==> config.mk <==
export PLATFORM = sky130hd
export DESIGN_NAME = cpu
export DESIGN_NICKNAME = d
export VERILOG_FILES = /design/src/verilog/cpu_pkg.sv /design/src/verilog/cpu.sv /design/src/verilog/cpu_decode.sv /design/src/verilog/cpu_execute.sv /design/src/verilog/cpu_fetch.sv /design/src/verilog/cpu_regfile.sv
export VERILOG_INCLUDE_DIRS = /design/src /design/src/verilog
export SDC_FILE = /design/constraint.sdc
export NUM_CORES = 2
export LEC_CHECK = 0
export ABC_AREA = 1
export BUFFER_PORTS_ARGS = -buffer_cell sky130_fd_sc_hd__buf_2
export CORE_AREA = 2 2 485 487
export DETAILED_ROUTE_END_ITERATION = 10
export DIE_AREA = 0 0 487 489
export GPL_ROUTABILITY_DRIVEN = 0
export HOLD_SLACK_MARGIN = 0.02
export PLACE_DENSITY = 0.46
export SKIP_CTS_REPAIR_TIMING = 1
export SLEW_MARGIN = 30
export SYNTH_ARGS = -nofsm -noshare
export SYNTH_HDL_FRONTEND = slang
export SYNTH_SLANG_ARGS = --single-unit
==> constraint.sdc <==
create_clock -name clk -period 4.33 [get_ports clk]
set_input_delay 0.2165 -clock clk [delete_from_list [all_inputs] [get_ports clk]]
set_output_delay 0.2165 -clock clk [all_outputs]
set_load 0.05 [all_outputs]
==> src/verilog/cpu_settings.svh <==
`ifndef CPU_SETTINGS_SVH
`define CPU_SETTINGS_SVH

// Data path and instruction width
`define CPU_XLEN 32

// Architectural register file size
`define CPU_REG_COUNT 32

// Register index width derived from the count
`define CPU_REG_AW $clog2(`CPU_REG_COUNT)

// Instruction ROM word address width
`define CPU_ROM_AW 10

// PC steps one word per cycle
`define CPU_PC_STEP 4

`endif
==> src/verilog/cpu_pkg.sv <==
`include "cpu_settings.svh"

package cpu_pkg;

	// Primary opcode field, bits 31:26
	typedef enum logic [5:0] {
		op_special = 6'h00,
		op_addiu   = 6'h09,
		op_andi    = 6'h0c,
		op_ori     = 6'h0d,
		op_xori    = 6'h0e,
		op_lui     = 6'h0f
	} opcode_e;

	// R-type function field, bits 5:0
	typedef enum logic [5:0] {
		fn_addu = 6'h21,
		fn_subu = 6'h23,
		fn_and  = 6'h24,
		fn_or   = 6'h25,
		fn_xor  = 6'h26,
		fn_nor  = 6'h27
	} funct_e;

	// Internal ALU operation
	typedef enum logic [2:0] {
		alu_and = 3'd0,
		alu_or  = 3'd1,
		alu_xor = 3'd2,
		alu_nor = 3'd3,
		alu_add = 3'd4,
		alu_sub = 3'd5,
		alu_lui = 3'd6
	} alu_op_e;

	// One register write, also used by the forwarding taps and trace port
	typedef struct packed {
		logic                     we;
		logic [`CPU_REG_AW-1:0]   addr;
		logic [`CPU_XLEN-1:0]     data;
	} reg_wr_t;

	// Fetch to decode
	typedef struct packed {
		logic [`CPU_XLEN-1:0] pc;
		logic [`CPU_XLEN-1:0] inst;
	} if_id_t;

	// Decode to execute, operands already resolved
	typedef struct packed {
		alu_op_e                  alu_op;
		logic [`CPU_XLEN-1:0]     op_a;
		logic [`CPU_XLEN-1:0]     op_b;
		logic                     we;
		logic [`CPU_REG_AW-1:0]   waddr;
	} id_ex_t;

endpackage

==> src/verilog/cpu.sv <==
`include "cpu_settings.svh"

module cpu (
	input  logic                    clk,
	input  logic                    rst_n_i,
	input  logic [`CPU_XLEN-1:0]    rom_data_i,
	output logic                    rom_ce_o,
	output logic [`CPU_ROM_AW-1:0]  rom_addr_o,
	output cpu_pkg::reg_wr_t        commit_o
);

	cpu_pkg::if_id_t         if_id;
	cpu_pkg::id_ex_t         id_ex;
	cpu_pkg::reg_wr_t        ex_fwd;
	cpu_pkg::reg_wr_t        mem_fwd;
	logic [`CPU_REG_AW-1:0]  rs_addr;
	logic [`CPU_REG_AW-1:0]  rt_addr;
	logic [`CPU_XLEN-1:0]    rs_data;
	logic [`CPU_XLEN-1:0]    rt_data;

	cpu_fetch fetch_i (
		.clk        (clk),
		.rst_n_i    (rst_n_i),
		.rom_data_i (rom_data_i),
		.rom_ce_o   (rom_ce_o),
		.rom_addr_o (rom_addr_o),
		.if_id_o    (if_id)
	);

	cpu_decode decode_i (
		.clk        (clk),
		.rst_n_i    (rst_n_i),
		.if_id_i    (if_id),
		.rs_addr_o  (rs_addr),
		.rt_addr_o  (rt_addr),
		.rs_data_i  (rs_data),
		.rt_data_i  (rt_data),
		.ex_fwd_i   (ex_fwd),
		.mem_fwd_i  (mem_fwd),
		.id_ex_o    (id_ex)
	);

	// Execute owns the memory and write-back registers too
	cpu_execute execute_i (
		.clk        (clk),
		.rst_n_i    (rst_n_i),
		.id_ex_i    (id_ex),
		.ex_fwd_o   (ex_fwd),
		.mem_fwd_o  (mem_fwd),
		.commit_o   (commit_o)
	);

	// Commit doubles as the register file write port
	cpu_regfile regfile_i (
		.clk        (clk),
		.rst_n_i    (rst_n_i),
		.wr_i       (commit_o),
		.rs_addr_i  (rs_addr),
		.rt_addr_i  (rt_addr),
		.rs_data_o  (rs_data),
		.rt_data_o  (rt_data)
	);

endmodule

==> src/verilog/cpu_decode.sv <==
`include "cpu_settings.svh"

module cpu_decode (
	input  logic                    clk,
	input  logic                    rst_n_i,
	input  cpu_pkg::if_id_t         if_id_i,
	output logic [`CPU_REG_AW-1:0]  rs_addr_o,
	output logic [`CPU_REG_AW-1:0]  rt_addr_o,
	input  logic [`CPU_XLEN-1:0]    rs_data_i,
	input  logic [`CPU_XLEN-1:0]    rt_data_i,
	input  cpu_pkg::reg_wr_t        ex_fwd_i,
	input  cpu_pkg::reg_wr_t        mem_fwd_i,
	output cpu_pkg::id_ex_t         id_ex_o
);

	cpu_pkg::opcode_e        opcode;
	cpu_pkg::funct_e         funct;
	logic [`CPU_REG_AW-1:0]  rs;
	logic [`CPU_REG_AW-1:0]  rt;
	logic [`CPU_REG_AW-1:0]  rd;
	logic [15:0]             imm;

	cpu_pkg::alu_op_e        alu_op;
	logic                    use_imm;
	logic                    valid;
	logic [`CPU_XLEN-1:0]    imm_ext;
	logic [`CPU_REG_AW-1:0]  dest;
	cpu_pkg::id_ex_t         id_ex_d;

	// Instruction fields
	assign opcode = cpu_pkg::opcode_e'(if_id_i.inst[31:26]);
	assign rs     = if_id_i.inst[25:21];
	assign rt     = if_id_i.inst[20:16];
	assign rd     = if_id_i.inst[15:11];
	assign funct  = cpu_pkg::funct_e'(if_id_i.inst[5:0]);
	assign imm    = if_id_i.inst[15:0];

	assign rs_addr_o = rs;
	assign rt_addr_o = rt;

	// Youngest producer wins; the regfile port already covers write-back
	function automatic logic [`CPU_XLEN-1:0] fwd_operand(
		input logic [`CPU_REG_AW-1:0] src,
		input logic [`CPU_XLEN-1:0]   rf_data
	);
		logic [`CPU_XLEN-1:0] val;
		if (src == '0) begin
			val = '0;
		end else if (ex_fwd_i.we && ex_fwd_i.addr == src) begin
			val = ex_fwd_i.data;
		end else if (mem_fwd_i.we && mem_fwd_i.addr == src) begin
			val = mem_fwd_i.data;
		end else begin
			val = rf_data;
		end
		return val;
	endfunction

	always_comb begin
		alu_op  = cpu_pkg::alu_and;
		use_imm = 1'b0;
		valid   = 1'b1;
		imm_ext = '0;
		dest    = rt;
		case (opcode)
			cpu_pkg::op_special: begin
				dest = rd;
				case (funct)
					cpu_pkg::fn_and:  alu_op = cpu_pkg::alu_and;
					cpu_pkg::fn_or:   alu_op = cpu_pkg::alu_or;
					cpu_pkg::fn_xor:  alu_op = cpu_pkg::alu_xor;
					cpu_pkg::fn_nor:  alu_op = cpu_pkg::alu_nor;
					cpu_pkg::fn_addu: alu_op = cpu_pkg::alu_add;
					cpu_pkg::fn_subu: alu_op = cpu_pkg::alu_sub;
					// Includes the all-zero nop
					default:          valid  = 1'b0;
				endcase
			end
			cpu_pkg::op_andi: begin
				alu_op  = cpu_pkg::alu_and;
				use_imm = 1'b1;
				imm_ext = {{(`CPU_XLEN-16){1'b0}}, imm};
			end
			cpu_pkg::op_ori: begin
				alu_op  = cpu_pkg::alu_or;
				use_imm = 1'b1;
				imm_ext = {{(`CPU_XLEN-16){1'b0}}, imm};
			end
			cpu_pkg::op_xori: begin
				alu_op  = cpu_pkg::alu_xor;
				use_imm = 1'b1;
				imm_ext = {{(`CPU_XLEN-16){1'b0}}, imm};
			end
			cpu_pkg::op_addiu: begin
				alu_op  = cpu_pkg::alu_add;
				use_imm = 1'b1;
				imm_ext = {{(`CPU_XLEN-16){imm[15]}}, imm};
			end
			cpu_pkg::op_lui: begin
				alu_op  = cpu_pkg::alu_lui;
				use_imm = 1'b1;
				imm_ext = {imm, {(`CPU_XLEN-16){1'b0}}};
			end
			default: valid = 1'b0;
		endcase
	end

	always_comb begin
		id_ex_d.alu_op = alu_op;
		id_ex_d.op_a   = fwd_operand(rs, rs_data_i);
		id_ex_d.op_b   = use_imm ? imm_ext : fwd_operand(rt, rt_data_i);
		id_ex_d.we     = valid && (dest != '0);
		id_ex_d.waddr  = dest;
	end

	always_ff @(posedge clk or negedge rst_n_i) begin
		if (!rst_n_i) begin
			id_ex_o <= '0;
		end else begin
			id_ex_o <= id_ex_d;
		end
	end

endmodule

==> src/verilog/cpu_execute.sv <==
`include "cpu_settings.svh"

module cpu_execute (
	input  logic              clk,
	input  logic              rst_n_i,
	input  cpu_pkg::id_ex_t   id_ex_i,
	output cpu_pkg::reg_wr_t  ex_fwd_o,
	output cpu_pkg::reg_wr_t  mem_fwd_o,
	output cpu_pkg::reg_wr_t  commit_o
);

	logic [`CPU_XLEN-1:0]  alu_res;
	cpu_pkg::reg_wr_t      ex_res;
	cpu_pkg::reg_wr_t      mem_q;
	cpu_pkg::reg_wr_t      wb_q;

	// ALU, add and sub wrap naturally at the word width
	always_comb begin
		case (id_ex_i.alu_op)
			cpu_pkg::alu_and: alu_res = id_ex_i.op_a & id_ex_i.op_b;
			cpu_pkg::alu_or:  alu_res = id_ex_i.op_a | id_ex_i.op_b;
			cpu_pkg::alu_xor: alu_res = id_ex_i.op_a ^ id_ex_i.op_b;
			cpu_pkg::alu_nor: alu_res = ~(id_ex_i.op_a | id_ex_i.op_b);
			cpu_pkg::alu_add: alu_res = id_ex_i.op_a + id_ex_i.op_b;
			cpu_pkg::alu_sub: alu_res = id_ex_i.op_a - id_ex_i.op_b;
			// Immediate was already shifted in decode
			cpu_pkg::alu_lui: alu_res = id_ex_i.op_b;
			default:          alu_res = '0;
		endcase
	end

	always_comb begin
		ex_res.we   = id_ex_i.we;
		ex_res.addr = id_ex_i.waddr;
		ex_res.data = alu_res;
	end

	// Memory stage only carries the result, no loads or stores
	always_ff @(posedge clk or negedge rst_n_i) begin
		if (!rst_n_i) begin
			mem_q <= '0;
		end else begin
			mem_q <= ex_res;
		end
	end

	// Write-back register
	always_ff @(posedge clk or negedge rst_n_i) begin
		if (!rst_n_i) begin
			wb_q <= '0;
		end else begin
			wb_q <= mem_q;
		end
	end

	// Forwarding taps toward decode
	assign ex_fwd_o  = ex_res;
	assign mem_fwd_o = mem_q;

	assign commit_o = wb_q;

	// Decode must have squashed any write to r0
	a_no_r0_commit: assert property (@(posedge clk) disable iff (!rst_n_i)
		commit_o.we |-> commit_o.addr != '0)
		else $error("commit targets register zero");

endmodule

==> src/verilog/cpu_fetch.sv <==
`include "cpu_settings.svh"

module cpu_fetch (
	input  logic                    clk,
	input  logic                    rst_n_i,
	input  logic [`CPU_XLEN-1:0]    rom_data_i,
	output logic                    rom_ce_o,
	output logic [`CPU_ROM_AW-1:0]  rom_addr_o,
	output cpu_pkg::if_id_t         if_id_o
);

	logic [`CPU_XLEN-1:0] pc_q;
	logic                 ce_q;

	// Chip enable comes up one cycle after reset, PC runs only while enabled
	always_ff @(posedge clk or negedge rst_n_i) begin
		if (!rst_n_i) begin
			ce_q <= 1'b0;
			pc_q <= '0;
		end else begin
			ce_q <= 1'b1;
			if (ce_q) begin
				pc_q <= pc_q + `CPU_PC_STEP;
			end
		end
	end

	assign rom_ce_o   = ce_q;
	assign rom_addr_o = pc_q[`CPU_ROM_AW+1:2];

	// ROM data is only valid with chip enable, otherwise feed a bubble
	always_ff @(posedge clk or negedge rst_n_i) begin
		if (!rst_n_i) begin
			if_id_o <= '0;
		end else if (ce_q) begin
			if_id_o <= '{pc: pc_q, inst: rom_data_i};
		end else begin
			if_id_o <= '0;
		end
	end

	a_pc_aligned: assert property (@(posedge clk) disable iff (!rst_n_i)
		pc_q[1:0] == 2'b00)
		else $error("fetch PC not word aligned: %h", pc_q);

endmodule

==> src/verilog/cpu_regfile.sv <==
`include "cpu_settings.svh"

module cpu_regfile (
	input  logic                    clk,
	input  logic                    rst_n_i,
	input  cpu_pkg::reg_wr_t        wr_i,
	input  logic [`CPU_REG_AW-1:0]  rs_addr_i,
	input  logic [`CPU_REG_AW-1:0]  rt_addr_i,
	output logic [`CPU_XLEN-1:0]    rs_data_o,
	output logic [`CPU_XLEN-1:0]    rt_data_o
);

	logic [`CPU_XLEN-1:0] regs [`CPU_REG_COUNT];

	// Decode squashes r0 writes upstream
	always_ff @(posedge clk or negedge rst_n_i) begin
		if (!rst_n_i) begin
			for (int i = 0; i < `CPU_REG_COUNT; i++) begin
				regs[i] <= '0;
			end
		end else if (wr_i.we) begin
			regs[wr_i.addr] <= wr_i.data;
		end
	end

	// R0 reads zero and a same-cycle write bypasses the array
	function automatic logic [`CPU_XLEN-1:0] read_port(
		input logic [`CPU_REG_AW-1:0] addr
	);
		logic [`CPU_XLEN-1:0] val;
		if (addr == '0) begin
			val = '0;
		end else if (wr_i.we && wr_i.addr == addr) begin
			val = wr_i.data;
		end else begin
			val = regs[addr];
		end
		return val;
	endfunction

	always_comb begin
		rs_data_o = read_port(rs_addr_i);
		rt_data_o = read_port(rt_addr_i);
	end

	a_r0_zero: assert property (@(posedge clk) disable iff (!rst_n_i)
		regs[0] == '0)
		else $error("register zero storage was written");

endmodule

Word-level counts from Yosys, hierarchy flattened
Index checks and enable logic that the tools add are counted.
{ "classes": {"add_sub_neg": 3, "bitwise_logic": 7, "order_cmp": 4, "n_reduce_logical": 16, "eq_ne": 23, "muxes": 27} }
{ "op_table": {"columns": ["operator", "count"], "rows": [
  ["bitwise mux 1024 bit", 1],
  ["2-to-1 mux 32 bit", 15],
  ["binary-select mux 32 bit (select 5 bit)", 2],
  ["case mux 32 bit (7 select lines)", 1],
  ["demux 32 bit (select 5 bit)", 1],
  ["case mux 32 bit (3 select lines)", 1],
  ["== test 6 bit, second input constant", 6],
  ["adder 32 x 3 -> 32 bit, second input constant", 1],
  ["adder 32 bit", 1],
  ["AND 32 bit", 1],
  ["inverter 32 bit", 1],
  ["bitwise OR 32 bit", 1],
  ["subtractor 32 bit", 1],
  ["XOR 32 bit", 1],
  ["== test 5 bit", 6],
  ["== test 6 x 4 -> 1 bit, second input constant", 5],
  ["case mux 3 bit (5 select lines)", 2],
  [">= comparator 6 bit, second input constant", 3],
  ["inverter 5 -> 6 bit", 3],
  ["zero test 5 bit", 2],
  ["== test 3 bit, second input constant", 3],
  ["logical AND 1 bit", 8],
  ["== test 3 x 2 -> 1 bit, second input constant", 2],
  ["zero test 6 bit", 1],
  ["10 further kinds", 11]
]} }
{ "totals": {"out_inout_bits": 49, "input_bits": 34, "reg_bits": 1238} }

Longest topological paths before layout
{ "logic_depth": {"depth_word": 9, "depth_mapped": 25, "ltp_nobuf": 25} }

Modules after synthesis
A second synthesis with hierarchy kept.
{ "hier_totals": {"hier_cells": 11132, "hier_area_um2": 75717.6} }
{ "by_module_without_submodules": {"columns": ["module", "instances", "cells_per_inst", "area_each_um2"], "rows": [
  ["cpu_regfile", 1, 8862, 59500.8],
  ["cpu_execute", 1, 1081, 7480.9],
  ["cpu_decode", 1, 761, 4837.1],
  ["cpu_fetch", 1, 428, 3898.7]
]} }

Least setup slack after synthesis
OpenSTA, ideal clock, no wires.
{ "synth_path": {"kind": "register to register", "startpoint": "reg decode_i.id_ex_o[6] in the netlist's numbering", "endpoint": "reg decode_i.id_ex_o[37] in the netlist's numbering", "required_time_ns": 4.210, "slack_ns": 1.252, "setup_ns": 0.120, "stages_incl_launch_ff": 24, "arrival_time_ns": 2.958, "path_buffers": 0, "path_cell_list": "dfrtp_1 -> inv_1 -> ha_1 -> nand3_1 -> nor2_1 -> nand3_1 -> o21ai_0 -> o21ai_0 -> o21bai_1 -> xor2_1 -> ha_1 -> nand2_1 -> nor2_1 -> nand2_1 -> inv_1 -> nand2_1 -> nand2_1 -> inv_1 -> nand2_1 -> nand2_1 -> nand3_1 -> nand3_1 -> nand3_1 -> nand2_1"} }
{ "synth_rtl": {"columns": ["item", "line", "text"], "rows": [
  ["start: declaration", "cpu_decode.sv:13", "output cpu_pkg::id_ex_t id_ex_o"],
  ["start signal: assignment", "cpu_decode.sv:120", "id_ex_o <= id_ex_d;"]
]} }

==> impl_metrics.ini <==
[detailed_routing]
routedWlPerCell_um = 25.4
final_antenna_net_count = 0
via_per_inst = 5.48
totalWireLength_um = 320000
drt_iter0_drc = 8233
dr_total_vias = 69200
drc = 0
firstDrtPassIters = 9

[worst_setup_path]
crit_chain = nor2_1, nand2_1, inv_1, o21ai_0, fa_1, nand3_1, nand3_1, nand3_1, nand3_1, nand2_1, nand2_1, nand2_1, nand2_1, nand2_1, nand2_1, o21ai_0, nor2_1
crit_path_end_kind = flop
cp.arrival_ns = 4.58
worstPathMaxFanout = 15
crit_slowest_cell = inv_1
cpPeakStageDelay_ns = 0.55
critPathLaunchType = flop
cp_common_cell = nand2_1
path_class = reg -> reg
crit_required_ns = 5.00

[layout]
fin_nets = 9580
final_cells = 12600
areaGrowthSynthToFinish_pct = 13.0
multiInputGateArea_um2 = 33200
drive_above_1_share = 0.0652
seq_area_um2 = 30500
final_common_cell = nand2_1
fill_cells = 24800
mostFrequentLayoutCells = 2,550 x nand2_1, 1,741 x o21ai_0, 1,206 x dfrtp_1

[pwr]
swShare = 0.318
clkPwrFrac = 0.430
pwr-share-comb = 0.164
leakagePower_nw = 34.6
intPower_mw = 20.7
seq_power_share = 0.407
power.density_nw_per_um2 = 387
p_sw_mw = 9.66
power_mw = 30.4
ir_worst_vdd_uv = 356

[timing]
post-route-min-period_ns = 3.91
slew_violations = 0
hold_violations = 0
clock_skew_ns = 0.0368
finalSetupTns_ns = 0
setup_viol = 0
rsz0062_at_grt = no
worst_pin_slew_ns = 1.03
fin_hold_ws_ns = 0.122
clock.fmax_mhz = 256
timing.max_slew.rel_slack = 0.307
min_period_over_period = 0.903
setup_ws_ns = 0.421

[outcome]
status = complete, no violations

[die]
die_h_um = 489
ios = 83
rows = 178
die-area_um2 = 238000
start_util = 0.297
fp.coreArea_um2 = 234000
die_width_um = 487

[global_routing]
grt_start_max_net_pins = 155
grt_overflow = 0
grtUsageTotal = 0.263
first_global_vias = 65100
grt_pass1_wl_um = 464000
antenna_found_initial = 10

[logic_synthesis]
synth.distinct_cells = 48
synth_edf_count = 0
netlist_area_um2 = 69400
yosysWarnings = 0
ys_seq_elements = 1216
synth_area_per_cell_um2 = 7.12
syn_nets = 9888
async_flop_share = 1.00
synth_seq_area_share = 0.438
syn_inst = 9756
synth_top_flop_cell = dfrtp_1

[place]
place_inst = 12300
port_buffers = 82
dp_hpwl_um = 185000
pre_cts_ws_ns = 0.406

[clocking]
h-tree-depth = 4
cts.clk_slew.worst_paths_ns = 0.06
cts.sinks = 1216
cts_tree = built
clockBufferDepth = 3
cts-root-buf = clkbuf_16
clock_latency_ns = 0.82
cts_made_buffers = 150

[hold_path]
hold_path_class = in -> reg

[run]
maxCapViolCount = 0
[final cells by class]
| type | count | share of cell area |
|---|---|---|
| clock buffers | 209 | 0.0547 |
| diodes | 5 | 0.000159 |
| clock inverters | 55 | 0.00860 |
| multi-input cells | 6996 | 0.423 |
| repair buffers | 323 | 0.0391 |
| inverters | 761 | 0.0369 |
| well taps | 3060 | 0.0488 |
| flip-flops and latches | 1216 | 0.388 |
[logic make-up after synthesis]
logic type               share of synthesized area
adder cells (fa/ha/maj)                     0.0178
other                                    0.0000540
buffers and inverters                       0.0872
flip-flops                                   0.438
AND/OR/NAND/NOR                              0.248
AO/OA/AOI/OAI                                0.203
XOR/XNOR                                   0.00568
[power groups by stage]
stage          clock network, mW  logic (mW)  registers [mW]
2_1_floorplan                  0        2.78            12.5
3_3_place_gp                   0        4.87            12.5
3_5_place_dp                   0        4.89            12.5
4_1_cts                     13.3        4.91            12.3
5_1_grt                     13.7        5.45            12.4
6_report                    13.0        4.97            12.3
[registers in the layout, indices dropped and copies added, names as in the netlist]
name,cells
fetch_i.rom_ce_o,1
fetch_i.pc_q,10
fetch_i.if_id_o,32
decode_i.id_ex_o,73
regfile_i.regs,1024
execute_i.mem_fwd_o,38
execute_i.commit_o,38
[path summary, 6_finish.rpt]
check,slack [ns],from,endpoint,cells past startpoint
worst max-delay path,0.42,decode_i.id_ex_o[71],decode_i.id_ex_o[58],17
worst min-delay path,0.12,rom_data_i[31],fetch_i.if_id_o[31],4
worst max register to register,0.42,decode_i.id_ex_o[71],decode_i.id_ex_o[58],17
worst min register to register,0.38,execute_i.mem_fwd_o[5],execute_i.commit_o[5],0
max in group asynchronous,2.99,rst_n_i,decode_i.id_ex_o[59],4
min in group asynchronous,0.15,rst_n_i,regfile_i.regs[236],3
[synth_stat cells, types with 2 or more instances]
master     number  area, um2
a211oi_1       37        278
a21o_1          2       15.0
a21oi_1       691       3460
a221oi_1        2       17.5
a22o_1          5       43.8
a22oi_1         2       15.0
a31oi_1         4       25.0
and3_1          2       12.5
buf_1          74        278
buf_2         193        966
buf_4           5       37.5
clkbuf_1      511       1920
clkinv_1        4       15.0
dfrtp_1      1216      30400
ha_1           97       1210
inv_1         745       2800
inv_2          12       45.0
nand2_1      2569       9640
nand2_2         8       50.1
nand3_1      1046       5240
nand3b_1       16        120
nand4_1        27        169
nor2_1        428       1610
nor2_2          5       31.3
nor3_1         21        105
nor3_2          4       40.0
nor4_1          7       43.8
o2111a_1        4       45.0
o2111ai_1       5       43.8
o211ai_1      147       1100
o21a_1          2       15.0
o21ai_0      1743       8720
o21ai_1        24        120
o21bai_1        6       45.0
o22ai_1        16        100
o31ai_1         2       15.0
or2_2          20        125
xnor2_1         4       35.0
xor2_1         41        359
[worst max-delay path: cells and delay by family, from the launching register on]
kind / cells / cell delay (ns)
simple gates: 13 / 1.77
buf+inv: 1 / 0.55
fa+ha+maj: 1 / 0.54
compound gates: 2 / 0.48
flops: 1 / 0.43
[metal layers]
metal | global-route usage | vias to the layer above | wire length, um
met2 | 0.406 | 3139 | 140000
met3 | 0.0460 | 643 | 25800
li1 | - | 31600 | -
met1 | 0.364 | 33800 | 140000
met4 | 0.103 | 10 | 13700
met5 | 0 | - | 68
[per-stage QoR]
step | util | area [um2]
after global routing | 0.336 | 78400
final | 0.336 | 78500
after global placement | 0.313 | 73100
after detailed placement | 0.313 | 73100
after CTS | 0.334 | 78000
after floorplan | - | 69400
(Power assumes the default switching activity.)
